<file path="config.mk">
export PLATFORM = sky130hd
export DESIGN_NAME = d_cache
export DESIGN_NICKNAME = d
export VERILOG_FILES = /design/src/cache_geom_pkg.sv /design/src/cache_bus_pkg.sv /design/src/d_cache.sv /design/src/miss_ctrl.sv /design/src/data_store.sv /design/src/tag_store.sv /design/src/cache_bank.sv
export SDC_FILE = /design/constraint.sdc
export NUM_CORES = 2
export LEC_CHECK = 0
export ABC_CLOCK_PERIOD_IN_PS = 7000
export BUFFER_PORTS_ARGS = -buffer_cell sky130_fd_sc_hd__buf_2
export CORE_MARGIN = 2
export CORE_UTILIZATION = 45
export CTS_CLUSTER_DIAMETER = 50
export DETAILED_ROUTE_END_ITERATION = 12
export PLACE_DENSITY_LB_ADDON = 0.25
export SLEW_MARGIN = 20
export SYNTH_ARGS = -nofsm -noshare
export SYNTH_HDL_FRONTEND = slang
export SYNTH_SLANG_ARGS = --single-unit
</file>
<file path="constraint.sdc">
create_clock -name clk -period 7 [get_ports clk]
set_input_delay 1.4 -clock clk [delete_from_list [all_inputs] [get_ports clk]]
set_output_delay 1.4 -clock clk [all_outputs]
set_load 0.05 [all_outputs]
</file>
<file path="src/cache_geom_pkg.sv">
// Cache geometry and address layout
package cache_geom_pkg;

	localparam int ADDR_WIDTH   = 16; // Byte address
	localparam int DATA_WIDTH   = 32;
	localparam int INDEX_WIDTH  = 3;  // Eight sets
	localparam int OFFSET_WIDTH = 2;  // Word within a line
	localparam int LINE_WORDS   = 1 << OFFSET_WIDTH;

	// Two low bits select the byte inside a word
	localparam int TAG_WIDTH = ADDR_WIDTH - INDEX_WIDTH - OFFSET_WIDTH - 2;

	typedef logic [INDEX_WIDTH-1:0] index_t;
	typedef logic [TAG_WIDTH-1:0]   tag_t;
	typedef logic                   way_t; // Two ways per set

	// Address fields, high to low
	typedef struct packed {
		tag_t                    tag;
		index_t                  index;
		logic [OFFSET_WIDTH-1:0] offset;
		logic [1:0]              byte_sel;
	} addr_part_t;

	// One address word, read flat or split into fields
	typedef union packed {
		logic [ADDR_WIDTH-1:0] flat;
		addr_part_t            part;
	} cache_addr_u;

endpackage
</file>
<file path="src/cache_bus_pkg.sv">
// Processor and memory channel types
package cache_bus_pkg;
	import cache_geom_pkg::*;

	typedef struct packed {
		logic                  valid;
		logic                  write;
		cache_addr_u           addr;
		cache_addr_u           addr_next; // Equals addr while stalled
		logic [DATA_WIDTH-1:0] wdata;
	} cpu_req_t;

	typedef struct packed {
		logic                  valid;
		logic [DATA_WIDTH-1:0] rdata;
	} cpu_resp_t;

	// Burst length is always LINE_WORDS
	typedef struct packed {
		logic        valid;
		logic        write; // Flush when set, refill otherwise
		cache_addr_u addr;  // Line aligned
	} mem_addr_t;

	typedef struct packed {
		logic                  valid;
		logic [DATA_WIDTH-1:0] data;
		logic                  last;
	} mem_wdata_t;

	typedef struct packed {
		logic                  valid;
		logic [DATA_WIDTH-1:0] data;
	} mem_rdata_t;

endpackage

</file>
<file path="src/d_cache.sv">
// Two-way write-back data cache
`timescale 1ns/1ps

module d_cache
	import cache_geom_pkg::*;
	import cache_bus_pkg::*;
(
	input  logic       clk,
	input  logic       rst_n,
	input  cpu_req_t   i_req,
	input  logic       i_mem_addr_ready,
	input  logic       i_mem_wready,
	input  mem_rdata_t i_mem_rdata,
	output cpu_resp_t  o_resp,
	output mem_addr_t  o_mem_addr,
	output mem_wdata_t o_mem_wdata
);
	logic                                  hit;
	way_t                                  hit_way;
	way_t                                  victim_way;
	logic                                  victim_dirty;
	tag_t                                  victim_tag;
	logic                                  ready_state;
	index_t                                fill_index;
	way_t                                  fill_way;
	tag_t                                  fill_tag;
	logic                                  fill_word;
	logic [DATA_WIDTH-1:0]                 fill_data;
	logic                                  line_done;
	index_t                                raddr_index;
	logic [DATA_WIDTH-1:0]                 rdata;
	logic [LINE_WORDS-1:0][DATA_WIDTH-1:0] victim_line;

	tag_store u_tag_store (
		.clk,
		.rst_n,
		.i_req,
		.i_ready_state  (ready_state),
		.i_fill_index   (fill_index),
		.i_fill_way     (fill_way),
		.i_fill_tag     (fill_tag),
		.i_line_done    (line_done),
		.i_raddr_index  (raddr_index),
		.o_hit          (hit),
		.o_hit_way      (hit_way),
		.o_victim_way   (victim_way),
		.o_victim_dirty (victim_dirty),
		.o_victim_tag   (victim_tag)
	);

	data_store u_data_store (
		.clk,
		.rst_n,
		.i_req,
		.i_hit         (hit),
		.i_hit_way     (hit_way),
		.i_fill_way    (fill_way),
		.i_fill_index  (fill_index),
		.i_fill_word   (fill_word),
		.i_fill_data   (fill_data),
		.i_raddr_index (raddr_index),
		.o_rdata       (rdata),
		.o_line        (victim_line)
	);

	miss_ctrl u_miss_ctrl (
		.clk,
		.rst_n,
		.i_req,
		.i_hit            (hit),
		.i_victim_way     (victim_way),
		.i_victim_dirty   (victim_dirty),
		.i_victim_tag     (victim_tag),
		.i_line           (victim_line),
		.i_mem_addr_ready,
		.i_mem_wready,
		.i_mem_rdata,
		.o_mem_addr,
		.o_mem_wdata,
		.o_ready_state    (ready_state),
		.o_fill_index     (fill_index),
		.o_fill_way       (fill_way),
		.o_fill_tag       (fill_tag),
		.o_fill_word      (fill_word),
		.o_fill_data      (fill_data),
		.o_line_done      (line_done),
		.o_raddr_index    (raddr_index)
	);

	assign o_resp.valid = hit; // Same cycle as the request
	assign o_resp.rdata = rdata;

endmodule

</file>
<file path="src/miss_ctrl.sv">
// Miss handling and memory bursts
`timescale 1ns/1ps

module miss_ctrl
	import cache_geom_pkg::*;
	import cache_bus_pkg::*;
(
	input  logic                                  clk,
	input  logic                                  rst_n,
	input  cpu_req_t                              i_req,
	input  logic                                  i_hit,
	input  way_t                                  i_victim_way,
	input  logic                                  i_victim_dirty,
	input  tag_t                                  i_victim_tag,
	input  logic [LINE_WORDS-1:0][DATA_WIDTH-1:0] i_line,
	input  logic                                  i_mem_addr_ready,
	input  logic                                  i_mem_wready,
	input  mem_rdata_t                            i_mem_rdata,
	output mem_addr_t                             o_mem_addr,
	output mem_wdata_t                            o_mem_wdata,
	output logic                                  o_ready_state,
	output index_t                                o_fill_index,
	output way_t                                  o_fill_way,
	output tag_t                                  o_fill_tag,
	output logic                                  o_fill_word,
	output logic [DATA_WIDTH-1:0]                 o_fill_data,
	output logic                                  o_line_done,
	output index_t                                o_raddr_index
);
	typedef enum logic [2:0] {
		ST_READY,
		ST_FLUSH_REQ,   // Write address out
		ST_FLUSH_DATA,  // Dirty line out
		ST_REFILL_REQ,  // Read address out
		ST_REFILL_DATA  // Line coming back
	} state_t;

	state_t                                state_q;
	state_t                                state_d;
	tag_t                                  miss_tag_q;
	index_t                                miss_index_q;
	way_t                                  miss_way_q;
	logic [LINE_WORDS-1:0][DATA_WIDTH-1:0] shift_q;    // Flush words, word 0 first
	logic [OFFSET_WIDTH-1:0]               beat_q;     // Word count inside a burst
	index_t                                rd_index_q; // Set the banks are showing
	logic                                  miss;
	logic                                  last_beat;
	logic                                  wr_beat;

	// Only act on a lookup whose banks hold the requested set
	assign miss = i_req.valid && state_q == ST_READY && !i_hit
		&& rd_index_q == i_req.addr.part.index;

	assign last_beat     = beat_q == OFFSET_WIDTH'(LINE_WORDS - 1);
	assign wr_beat       = o_mem_wdata.valid && i_mem_wready;
	assign o_fill_word   = state_q == ST_REFILL_DATA && i_mem_rdata.valid;
	assign o_line_done   = o_fill_word && last_beat;
	assign o_ready_state = state_q == ST_READY;
	assign o_fill_index  = miss_index_q;
	assign o_fill_way    = miss_way_q;
	assign o_fill_tag    = miss_tag_q;
	assign o_fill_data   = i_mem_rdata.data;

	// Banks follow the next request only while idle
	assign o_raddr_index = o_ready_state ? i_req.addr_next.part.index : miss_index_q;

	always_comb
	begin
		o_mem_addr                  = '0;
		o_mem_addr.valid            = state_q == ST_FLUSH_REQ || state_q == ST_REFILL_REQ;
		o_mem_addr.write            = state_q == ST_FLUSH_REQ;
		o_mem_addr.addr.part.tag    = (state_q == ST_FLUSH_REQ) ? i_victim_tag : miss_tag_q;
		o_mem_addr.addr.part.index  = miss_index_q;
	end

	always_comb
	begin
		o_mem_wdata.valid = state_q == ST_FLUSH_DATA;
		o_mem_wdata.data  = shift_q[0];
		o_mem_wdata.last  = state_q == ST_FLUSH_DATA && last_beat;
	end

	always_comb
	begin
		state_d = state_q;
		case (state_q)
			ST_READY:
				if (miss)
					state_d = i_victim_dirty ? ST_FLUSH_REQ : ST_REFILL_REQ;
			ST_FLUSH_REQ:
				if (i_mem_addr_ready)
					state_d = ST_FLUSH_DATA;
			ST_FLUSH_DATA:
				if (wr_beat && last_beat)
					state_d = ST_REFILL_REQ;
			ST_REFILL_REQ:
				if (i_mem_addr_ready)
					state_d = ST_REFILL_DATA;
			ST_REFILL_DATA:
				if (o_line_done)
					state_d = ST_READY; // Held request hits next cycle
			default:
				state_d = ST_READY;
		endcase
	end

	always_ff @(posedge clk)
	begin
		if (!rst_n)
		begin
			state_q    <= ST_READY;
			beat_q     <= '0;
			rd_index_q <= '0;
		end
		else
		begin
			state_q    <= state_d;
			rd_index_q <= o_raddr_index;
			if (wr_beat || o_fill_word)
				beat_q <= beat_q + 1'b1; // Wraps to zero after each burst
		end
	end

	always_ff @(posedge clk)
	begin
		if (miss)
		begin
			miss_tag_q   <= i_req.addr.part.tag;
			miss_index_q <= i_req.addr.part.index;
			miss_way_q   <= i_victim_way;
		end
		if (state_q == ST_FLUSH_REQ && i_mem_addr_ready)
			shift_q <= i_line;
		else if (wr_beat)
			shift_q <= shift_q >> DATA_WIDTH;
	end

	// Address beat holds still until memory takes it
	assert property (@(posedge clk) disable iff (!rst_n)
		o_mem_addr.valid && !i_mem_addr_ready |=> $stable(o_mem_addr));

endmodule

</file>
<file path="src/data_store.sv">
// Data word banks for both ways
`timescale 1ns/1ps

module data_store
	import cache_geom_pkg::*;
	import cache_bus_pkg::*;
(
	input  logic                                  clk,
	input  logic                                  rst_n,
	input  cpu_req_t                              i_req,
	input  logic                                  i_hit,
	input  way_t                                  i_hit_way,
	input  way_t                                  i_fill_way,
	input  index_t                                i_fill_index,
	input  logic                                  i_fill_word,
	input  logic [DATA_WIDTH-1:0]                 i_fill_data,
	input  index_t                                i_raddr_index,
	output logic [DATA_WIDTH-1:0]                 o_rdata,
	output logic [LINE_WORDS-1:0][DATA_WIDTH-1:0] o_line
);
	logic [1:0][LINE_WORDS-1:0][DATA_WIDTH-1:0] bank_rdata;
	logic [LINE_WORDS-1:0] word_sel_q; // One-hot refill position
	logic [DATA_WIDTH-1:0] wdata;
	index_t                waddr;
	logic                  write_hit;

	assign write_hit = i_hit && i_req.write;
	assign wdata     = i_fill_word ? i_fill_data : i_req.wdata;
	assign waddr     = i_fill_word ? i_fill_index : i_req.addr.part.index;

	for (genvar w = 0; w < 2; w++)
	begin : g_way
		for (genvar k = 0; k < LINE_WORDS; k++)
		begin : g_word
			logic we;

			assign we = (i_fill_word && i_fill_way == way_t'(w) && word_sel_q[k])
				|| (write_hit && i_hit_way == way_t'(w)
				&& i_req.addr.part.offset == OFFSET_WIDTH'(k)); // Store hits one word

			cache_bank #(
				.DATA_W (DATA_WIDTH),
				.ADDR_W (INDEX_WIDTH)
			) u_data_bank (
				.clk,
				.i_we    (we),
				.i_waddr (waddr),
				.i_wdata (wdata),
				.i_raddr (i_raddr_index),
				.o_rdata (bank_rdata[w][k])
			);
		end
	end

	always_ff @(posedge clk)
	begin
		if (!rst_n)
			word_sel_q <= LINE_WORDS'(1);
		else if (i_fill_word)
			word_sel_q <= {word_sel_q[LINE_WORDS-2:0], word_sel_q[LINE_WORDS-1]};
	end

	assign o_rdata = bank_rdata[i_hit_way][i_req.addr.part.offset];
	assign o_line  = bank_rdata[i_fill_way]; // Victim line for the flush

endmodule

</file>
<file path="src/tag_store.sv">
// Tag banks and line state
`timescale 1ns/1ps

module tag_store
	import cache_geom_pkg::*;
	import cache_bus_pkg::*;
(
	input  logic     clk,
	input  logic     rst_n,
	input  cpu_req_t i_req,
	input  logic     i_ready_state,
	input  index_t   i_fill_index,
	input  way_t     i_fill_way,
	input  tag_t     i_fill_tag,
	input  logic     i_line_done,
	input  index_t   i_raddr_index,
	output logic     o_hit,
	output way_t     o_hit_way,
	output way_t     o_victim_way,
	output logic     o_victim_dirty,
	output tag_t     o_victim_tag
);
	localparam int SETS = 1 << INDEX_WIDTH;

	tag_t [1:0]      tag_rdata;
	logic [1:0]      valid_q [SETS]; // Per set, one bit per way
	logic [1:0]      dirty_q [SETS];
	logic [SETS-1:0] lru_q;          // Least recently used way
	index_t          rd_index_q;     // Set the banks are showing
	index_t          req_index;
	logic [1:0]      tag_match;
	logic            lookup_ok;

	assign req_index = i_req.addr.part.index;
	assign lookup_ok = rd_index_q == req_index;

	for (genvar w = 0; w < 2; w++)
	begin : g_way
		cache_bank #(
			.DATA_W (TAG_WIDTH),
			.ADDR_W (INDEX_WIDTH)
		) u_tag_bank (
			.clk,
			.i_we    (i_line_done && i_fill_way == way_t'(w)),
			.i_waddr (i_fill_index),
			.i_wdata (i_fill_tag),
			.i_raddr (i_raddr_index),
			.o_rdata (tag_rdata[w])
		);

		assign tag_match[w] = valid_q[req_index][w] && tag_rdata[w] == i_req.addr.part.tag;
	end

	assign o_hit     = i_req.valid && i_ready_state && lookup_ok && |tag_match;
	assign o_hit_way = tag_match[1];

	// Empty way first, then LRU
	always_comb
	begin
		if (!valid_q[req_index][0])
			o_victim_way = 1'b0;
		else if (!valid_q[req_index][1])
			o_victim_way = 1'b1;
		else
			o_victim_way = lru_q[req_index];
	end

	assign o_victim_dirty = valid_q[req_index][o_victim_way] && dirty_q[req_index][o_victim_way];
	assign o_victim_tag   = tag_rdata[i_fill_way]; // Valid once the missed set is read

	always_ff @(posedge clk)
	begin
		if (!rst_n)
		begin
			rd_index_q <= '0;
			lru_q      <= '0;
			for (int s = 0; s < SETS; s++)
			begin
				valid_q[s] <= '0;
				dirty_q[s] <= '0;
			end
		end
		else
		begin
			rd_index_q <= i_raddr_index;
			if (o_hit)
			begin
				lru_q[req_index] <= ~o_hit_way;
				if (i_req.write)
					dirty_q[req_index][o_hit_way] <= 1'b1;
			end
			if (i_line_done)
			begin
				lru_q[i_fill_index]               <= ~i_fill_way;
				valid_q[i_fill_index][i_fill_way] <= 1'b1;
				dirty_q[i_fill_index][i_fill_way] <= 1'b0; // Fresh copy of memory
			end
		end
	end

	// Refill must never bring in a line that already sits in the other way
	assert property (@(posedge clk) disable iff (!rst_n)
		i_req.valid && lookup_ok |-> !(&tag_match));

endmodule

</file>
<file path="src/cache_bank.sv">
// Synchronous-read memory bank
`timescale 1ns/1ps

module cache_bank #(
	parameter int DATA_W = 32,
	parameter int ADDR_W = 3
) (
	input  logic              clk,
	input  logic              i_we,
	input  logic [ADDR_W-1:0] i_waddr,
	input  logic [DATA_W-1:0] i_wdata,
	input  logic [ADDR_W-1:0] i_raddr,
	output logic [DATA_W-1:0] o_rdata
);
	logic [DATA_W-1:0] mem [1 << ADDR_W];
	logic [ADDR_W-1:0] raddr_q; // Held like an SRAM read port

	always_ff @(posedge clk)
	begin
		if (i_we)
			mem[i_waddr] <= i_wdata;
		raddr_q <= i_raddr;
	end

	// A write shows up on the read side one cycle later
	assign o_rdata = mem[raddr_q];

endmodule

</file>
# Word-level counts from Yosys, hierarchy flattened
# Memory sizes are Yosys's and may differ from the RTL's. A register that Yosys moved wholly into a read port is not among the register bits.
# Index checks and enable logic that the tools add are counted.
[classes]
addsub = 1
n_reduce_logical = 60
bitwise = 2
eq_ne = 16
magnitude_cmp = 10
muxes = 79
[ops]
columns = ["cell", "count"]
rows = [
  ["$mux W128", 6],
  ["$bmux W32 S2", 1],
  ["$mux W32", 2],
  ["$logic_and A1 B1 Y1", 41],
  ["$mux W1", 37],
  ["$mux W3", 10],
  ["$mux W9", 3],
  ["$mux W8", 3],
  ["$eq A9 B9 Y1", 2],
  ["$mux W2", 9],
  ["$bwmux W8", 2],
  ["$pmux W3 S5", 1],
  ["$logic_or A1 B1 Y1", 10],
  ["$ne A2 B2 Y1 const B", 5],
  ["$lt A3 B4 Y1 const B", 2],
  ["$reduce_or A2 Y1", 4],
  ["$demux W1 S3", 2],
  ["$eq A2 B2 Y1 const B", 3],
  ["$eq A3 B2 Y1 const B", 2],
  ["$ge A3 B1 Y1 const B", 2],
  ["$lt A1 B2 Y1 const B", 3],
  ["$reduce_and A5 Y1", 1],
  ["$bmux W1 S3", 1],
  ["$eq A3 B1 Y1 const B", 1],
  ["other kinds (12)", 15],
]
[word_totals]
elab_cells = 192
ramBits = 2224
in_bits = 103
regBits = 161
memories = 12
[mem_list]
columns = ["name", "depth", "width", "read_ports", "rd_ports_with_merged_regs", "wr", "line_no", "text"]
rows = [
  ["u_data_store.g_way[0].g_word[0].u_data_bank.mem", 8, 32, 1, 1, 1, "cache_bank.sv:15", "logic [DATA_W-1:0] mem [1 << ADDR_W];"],
  ["u_data_store.g_way[0].g_word[1].u_data_bank.mem", 8, 32, 1, 1, 1, "cache_bank.sv:15", ""],
  ["u_data_store.g_way[0].g_word[2].u_data_bank.mem", 8, 32, 1, 1, 1, "cache_bank.sv:15", ""],
  ["u_data_store.g_way[0].g_word[3].u_data_bank.mem", 8, 32, 1, 1, 1, "cache_bank.sv:15", ""],
  ["u_data_store.g_way[1].g_word[0].u_data_bank.mem", 8, 32, 1, 1, 1, "cache_bank.sv:15", ""],
  ["u_data_store.g_way[1].g_word[1].u_data_bank.mem", 8, 32, 1, 1, 1, "cache_bank.sv:15", ""],
  ["+6 memories", "-", "-", "-", "-", "-", "-", ""],
]

# Depth between registers and ports, before layout
[logic_depth]
depth_word = 10
depth_mapped = 14
ltp_nobuf = 7

# Modules after synthesis
# From an unflattened synthesis, not the netlist that was laid out.
[unflattened]
cells_unflattened = 4380
area_unflattened_um2 = 98458.2
[by_module_without_submodules]
columns = ["module", "instances", "area_each_um2", "cells_per_inst"]
rows = [
  ["cache_bank at u_data_store.g_way[0].g_word[0].u_data_bank ...", 8, 9885.7, 386],
  ["miss_ctrl", 1, 6925.4, 427],
  ["cache_bank at u_tag_store.g_way[0].u_tag_bank ...", 2, 2899.0, 120],
  ["data_store", 1, 4127.7, 331],
  ["tag_store", 1, 2513.7, 293],
  ["d_cache", 1, 7.5, 1],
]

# Least setup slack after synthesis
# OpenSTA, ideal clock, no wires.
[synth_timing]
kind = "in2reg"
from = "input port i_mem_addr_ready"
to = "register u_miss_ctrl.shift_q, in the netlist u_miss_ctrl.o_mem_wdata[10] (enable)"
setup_time_ns = 1.112
stages = 5
t_arrival_ns = 4.535
setup_slack_ns = 1.352
required_ns = 5.888
path_cell_list = "nand2_1 > clkbuf_1 > clkbuf_1 > clkbuf_1 > nand2_1"
[synth_via]
elab_chain_cells = 2
[synth_lines]
columns = ["item", "line_no", "text"]
rows = [
  ["from (decl)", "d_cache.sv:11", "input logic i_mem_addr_ready,"],
  ["$logic_and A1 B1 Y1", "miss_ctrl.sv:132", "if (state_q == ST_FLUSH_REQ && i_mem_addr_ready)"],
  ["$reduce_bool A2 Y1 (no source line)", "-", ""],
  ["to (signal assigned)", "miss_ctrl.sv:133", "shift_q <= i_line;"],
  ["to (signal assigned)", "miss_ctrl.sv:135", "shift_q <= shift_q >> DATA_WIDTH;"],
  ["to (decl)", "miss_ctrl.sv:43", "logic [LINE_WORDS-1:0][DATA_WIDTH-1:0] shift_q;"],
]
# No other way between the ends.
# A chain may end at the register's enable or synchronous reset.

==> flow_metrics.py <==
metrics = {
    "global_route": {
        "use_met1_pct": 31.99,
        "top_usage_layer": "met2",
        "grt_pass1_wl_mm": 342.3,
        "use_met3_pct": 3.713,
        "grt.overflow.total": 0,
        "antenna_found_initial": 4,
        "grt_pass1_vias": 47360,
        "use_met2_pct": 34.16,
        "grt_max_degree": 184,
        "grt_use_total_pct": 21.87,
    },
    "worst_hold_path": {
        "hold_class": "reg2reg",
        "hold_path_depth": 1,
    },
    "pwr": {
        "power_density_nw_per_um2": 357.8,
        "total_power_mw": 38.56,
        "vdd_drop_max_uv": 316.8,
        "leakage_nw": 34.39,
    },
    "timing": {
        "slew_headroom_pct": 26.52,
        "worst_pin_slew_ps": 1097,
        "holdWs_ps": 466.8,
        "hold_viol": 0,
        "setup_viol": 0,
        "fin_skew_ps": 34.39,
        "timing.final.max_slew_violations": 0,
        "setup_tns_ps": 0,
        "rsz0062_at_grt": "false",
        "period_share_pct": 96.43,
        "fmax_mhz": 148.1,
        "finalWorstPathRequiredPeriod_ps": 6750,
    },
    "critical_path": {
        "worstPathArrival_ps": 5350,
        "cp_data_required_time_ps": 5600,
        "reg2reg_depth": 10,
        "crit_type": "reg2out",
        "path_max_fanout": 114,
        "critPathLaunchType": "flip-flop",
        "cp-end-kind": "output pin",
    },
    "clock_tree": {
        "clk_pin_slew_worst_paths_ps": 60,
        "numCtsBuffers": 230,
        "tritoncts": "built",
        "cts_hold_buf": 0,
        "cts.path.max_buffers": 3,
        "htreeDepth": 4,
        "clkLatencyLatePin_ps": 870,
        "clockRootBuffer": "clkbuf_16",
        "clock_sinks": 2388,
        "cts_setup_buffers": 0,
    },
    "logic_synthesis": {
        "synth.distinct_cells": 72,
        "avgSynthCellArea_um2": 19.75,
        "synthTopCellsByArea": "edfxtp_1, mux4_2, mux2i_1, mux2_2, nor2_1",
        "yosysWarningCount": 0,
        "synth_area_um2": 94930,
        "synth_most_common_cell": "edfxtp_1",
        "yosysTopAreaCell": "edfxtp_1",
        "synth_common_cells": "edfxtp_1, mux4_2, nor2_1",
        "synth_top_cell_area_share_pct": 74.31,
        "ys_async_sr_fraction_pct": 0,
        "synth_edf_count": 2349,
        "synthCells": 4806,
        "ys_seq_elements": 2388,
        "ys.flop_type": "edfxtp_1",
        "yosysSeqAreaShare_pct": 75.13,
    },
    "detailed_routing": {
        "post_drt_wl_per_cell_um": 29.21,
        "drc": 0,
        "firstDrtPassIters": 8,
        "drt_iter0_markers": 5537,
        "ant_nets": 0,
        "drt-total-wl_mm": 236.0,
        "vias": 47990,
        "vias_per_cell": 5.941,
    },
    "cells_and_area": {
        "nets": 5175,
        "syn_to_final_growth_pct": 13.55,
        "num-fill-cells": 16590,
        "stdcell_count": 8078,
        "drive_above_1_share_pct": 28.39,
    },
    "run_status": {
        "run_status": "completed",
    },
    "die": {
        "coreArea_um2": 209600,
        "die_area_um2": 214600,
        "die_height_um": 463.3,
        "initial_core_util_pct": 45.30,
        "rows": 168,
        "ios": 188,
        "die_w_um": 463.3,
    },
    "placement": {
        "port_buffers": 168,
        "dpl.hpwl_mm": 143.3,
        "gp_congestion": 0.9090,
        "dpl.cell_count": 7642,
    },
    "flow_run": {
        "maxCapViolations": 0,
    },
}
## layout by cell type, fill, tap and decap left out, types with 10 or more instances in the layout
| cell | n |
|---|---|
| mux4_2 | 560 |
| nor2_4 | 64 |
| dfxtp_1 | 36 |
| clkbuf_1 | 53 |
| o211ai_1 | 15 |
| a21oi_1 | 130 |
| nor2_1 | 235 |
| buf_4 | 165 |
| buf_12 | 28 |
| bufinv_16 | 20 |
| o21ai_0 | 128 |
| nor4_1 | 17 |
| nand3_1 | 24 |
| nand2_1 | 255 |
| o311a_1 | 11 |
| clkinv_1 | 56 |
| inv_1 | 10 |
| a22oi_1 | 28 |
| nor3_1 | 10 |
| a211oi_1 | 57 |
| edfxtp_1 | 2349 |
| buf_2 | 157 |
| o31ai_1 | 24 |
| mux2i_1 | 176 |
| clkinv_2 | 40 |
| a31oi_1 | 23 |
| clkbuf_16 | 233 |
| mux2_2 | 130 |
| and2_1 | 15 |
| o22ai_1 | 15 |
| nand2_2 | 22 |
| nand2_4 | 12 |
| xor2_1 | 11 |
## area by class of cell
class / instances / area (um2) / area share, %
inverter: 13 / 48.80 / 0.04527
timing repair buffer: 356 / 2694 / 2.499
clock buffer: 288 / 6057 / 5.619
multi-input combinational: 2082 / 22780 / 21.13
antenna: 4 / 10.01 / 0.009286
tap: 2805 / 3510 / 3.256
clock inverter: 142 / 1361 / 1.263
sequential: 2388 / 71330 / 66.18
## logic make-up after synthesis
| logic type | synth area share, % |
|---|---|
| compound gates | 3.157 |
| xor+xnor | 0.1753 |
| fa+ha+maj | 0.01318 |
| buf+inv | 1.650 |
| flops | 75.13 |
| mux | 16.69 |
| other cells | 0.003950 |
| simple gates | 3.177 |
## critical path: stages, from the launching register on
cell and delay, ps:
dfxtp_4 680, buf_4 540, buf_12 600, mux4_2 410
mux2i_1 370, xor2_1 200, nand3_1 140, nor4_4 830
nor2_1 70, nor2_1 270, buf_2 330
## stage by stage
stage | setup slack [ps] | cell area, um2 | utilization [%]
finish | 249.8 | 107800 | 51.43
global route | 3.604 | 107800 | 51.43
CTS | 16.01 | 107700 | 51.39
detailed placement | 684.9 | 100200 | 47.83
global placement | 729.9 | 100200 | 47.83
floorplan | 1352 | 94940 | -
## state kept, by name (all words and copies together), names as in the netlist, named ones only
| register | cells |
|---|---|
| u_tag_store.lru_q | 8 |
| u_miss_ctrl.state_q | 3 |
| u_tag_store.dirty_q | 16 |
| u_tag_store.g_way.u_tag_bank.mem | 144 |
| u_miss_ctrl.o_fill_index | 3 |
| u_data_store.g_way.g_word.u_data_bank.mem | 2048 |
| u_miss_ctrl.o_fill_tag | 9 |
| u_tag_store.valid_q | 16 |
| u_data_store.word_sel_q | 4 |
| u_miss_ctrl.shift_q | 96 |
| u_miss_ctrl.o_fill_way | 1 |
| u_miss_ctrl.o_mem_wdata | 32 |
| u_miss_ctrl.beat_q | 2 |
| u_miss_ctrl.rd_index_q | 3 |
## report_power, final
part | switching, mW | internal [mW]
sequential | 0.212 | 16.6
combinational | 6.04 | 3.55
clock | 5.31 | 6.88
## repair_timing
item	CTS	global route
resized for setup	3	5
endpoints found under the setup margin	1	6
pin swaps	0	0
gates cloned	1	0
## worst paths after layout
kind	startpoint	to	slack, ps
max reg2reg	flip-flop	flip-flop	1020
min	u_tag_store.valid_q[4][0]$_DFF_P_	u_tag_store.valid_q[4][0]$_DFF_P_	470
min reg2reg	u_tag_store.valid_q[4][0]$_DFF_P_	u_tag_store.valid_q[4][0]$_DFF_P_	470
max	flip-flop	o_resp[32]	250
## routing by layer
metal  up-vias  routed length [um]
met2      2125              111700
met4         0                5571
met1     25420              100500
li1      20170                   -
met5         -                   0
met3       279               18150
Note: power is estimated with default switching activity, not from simulation.
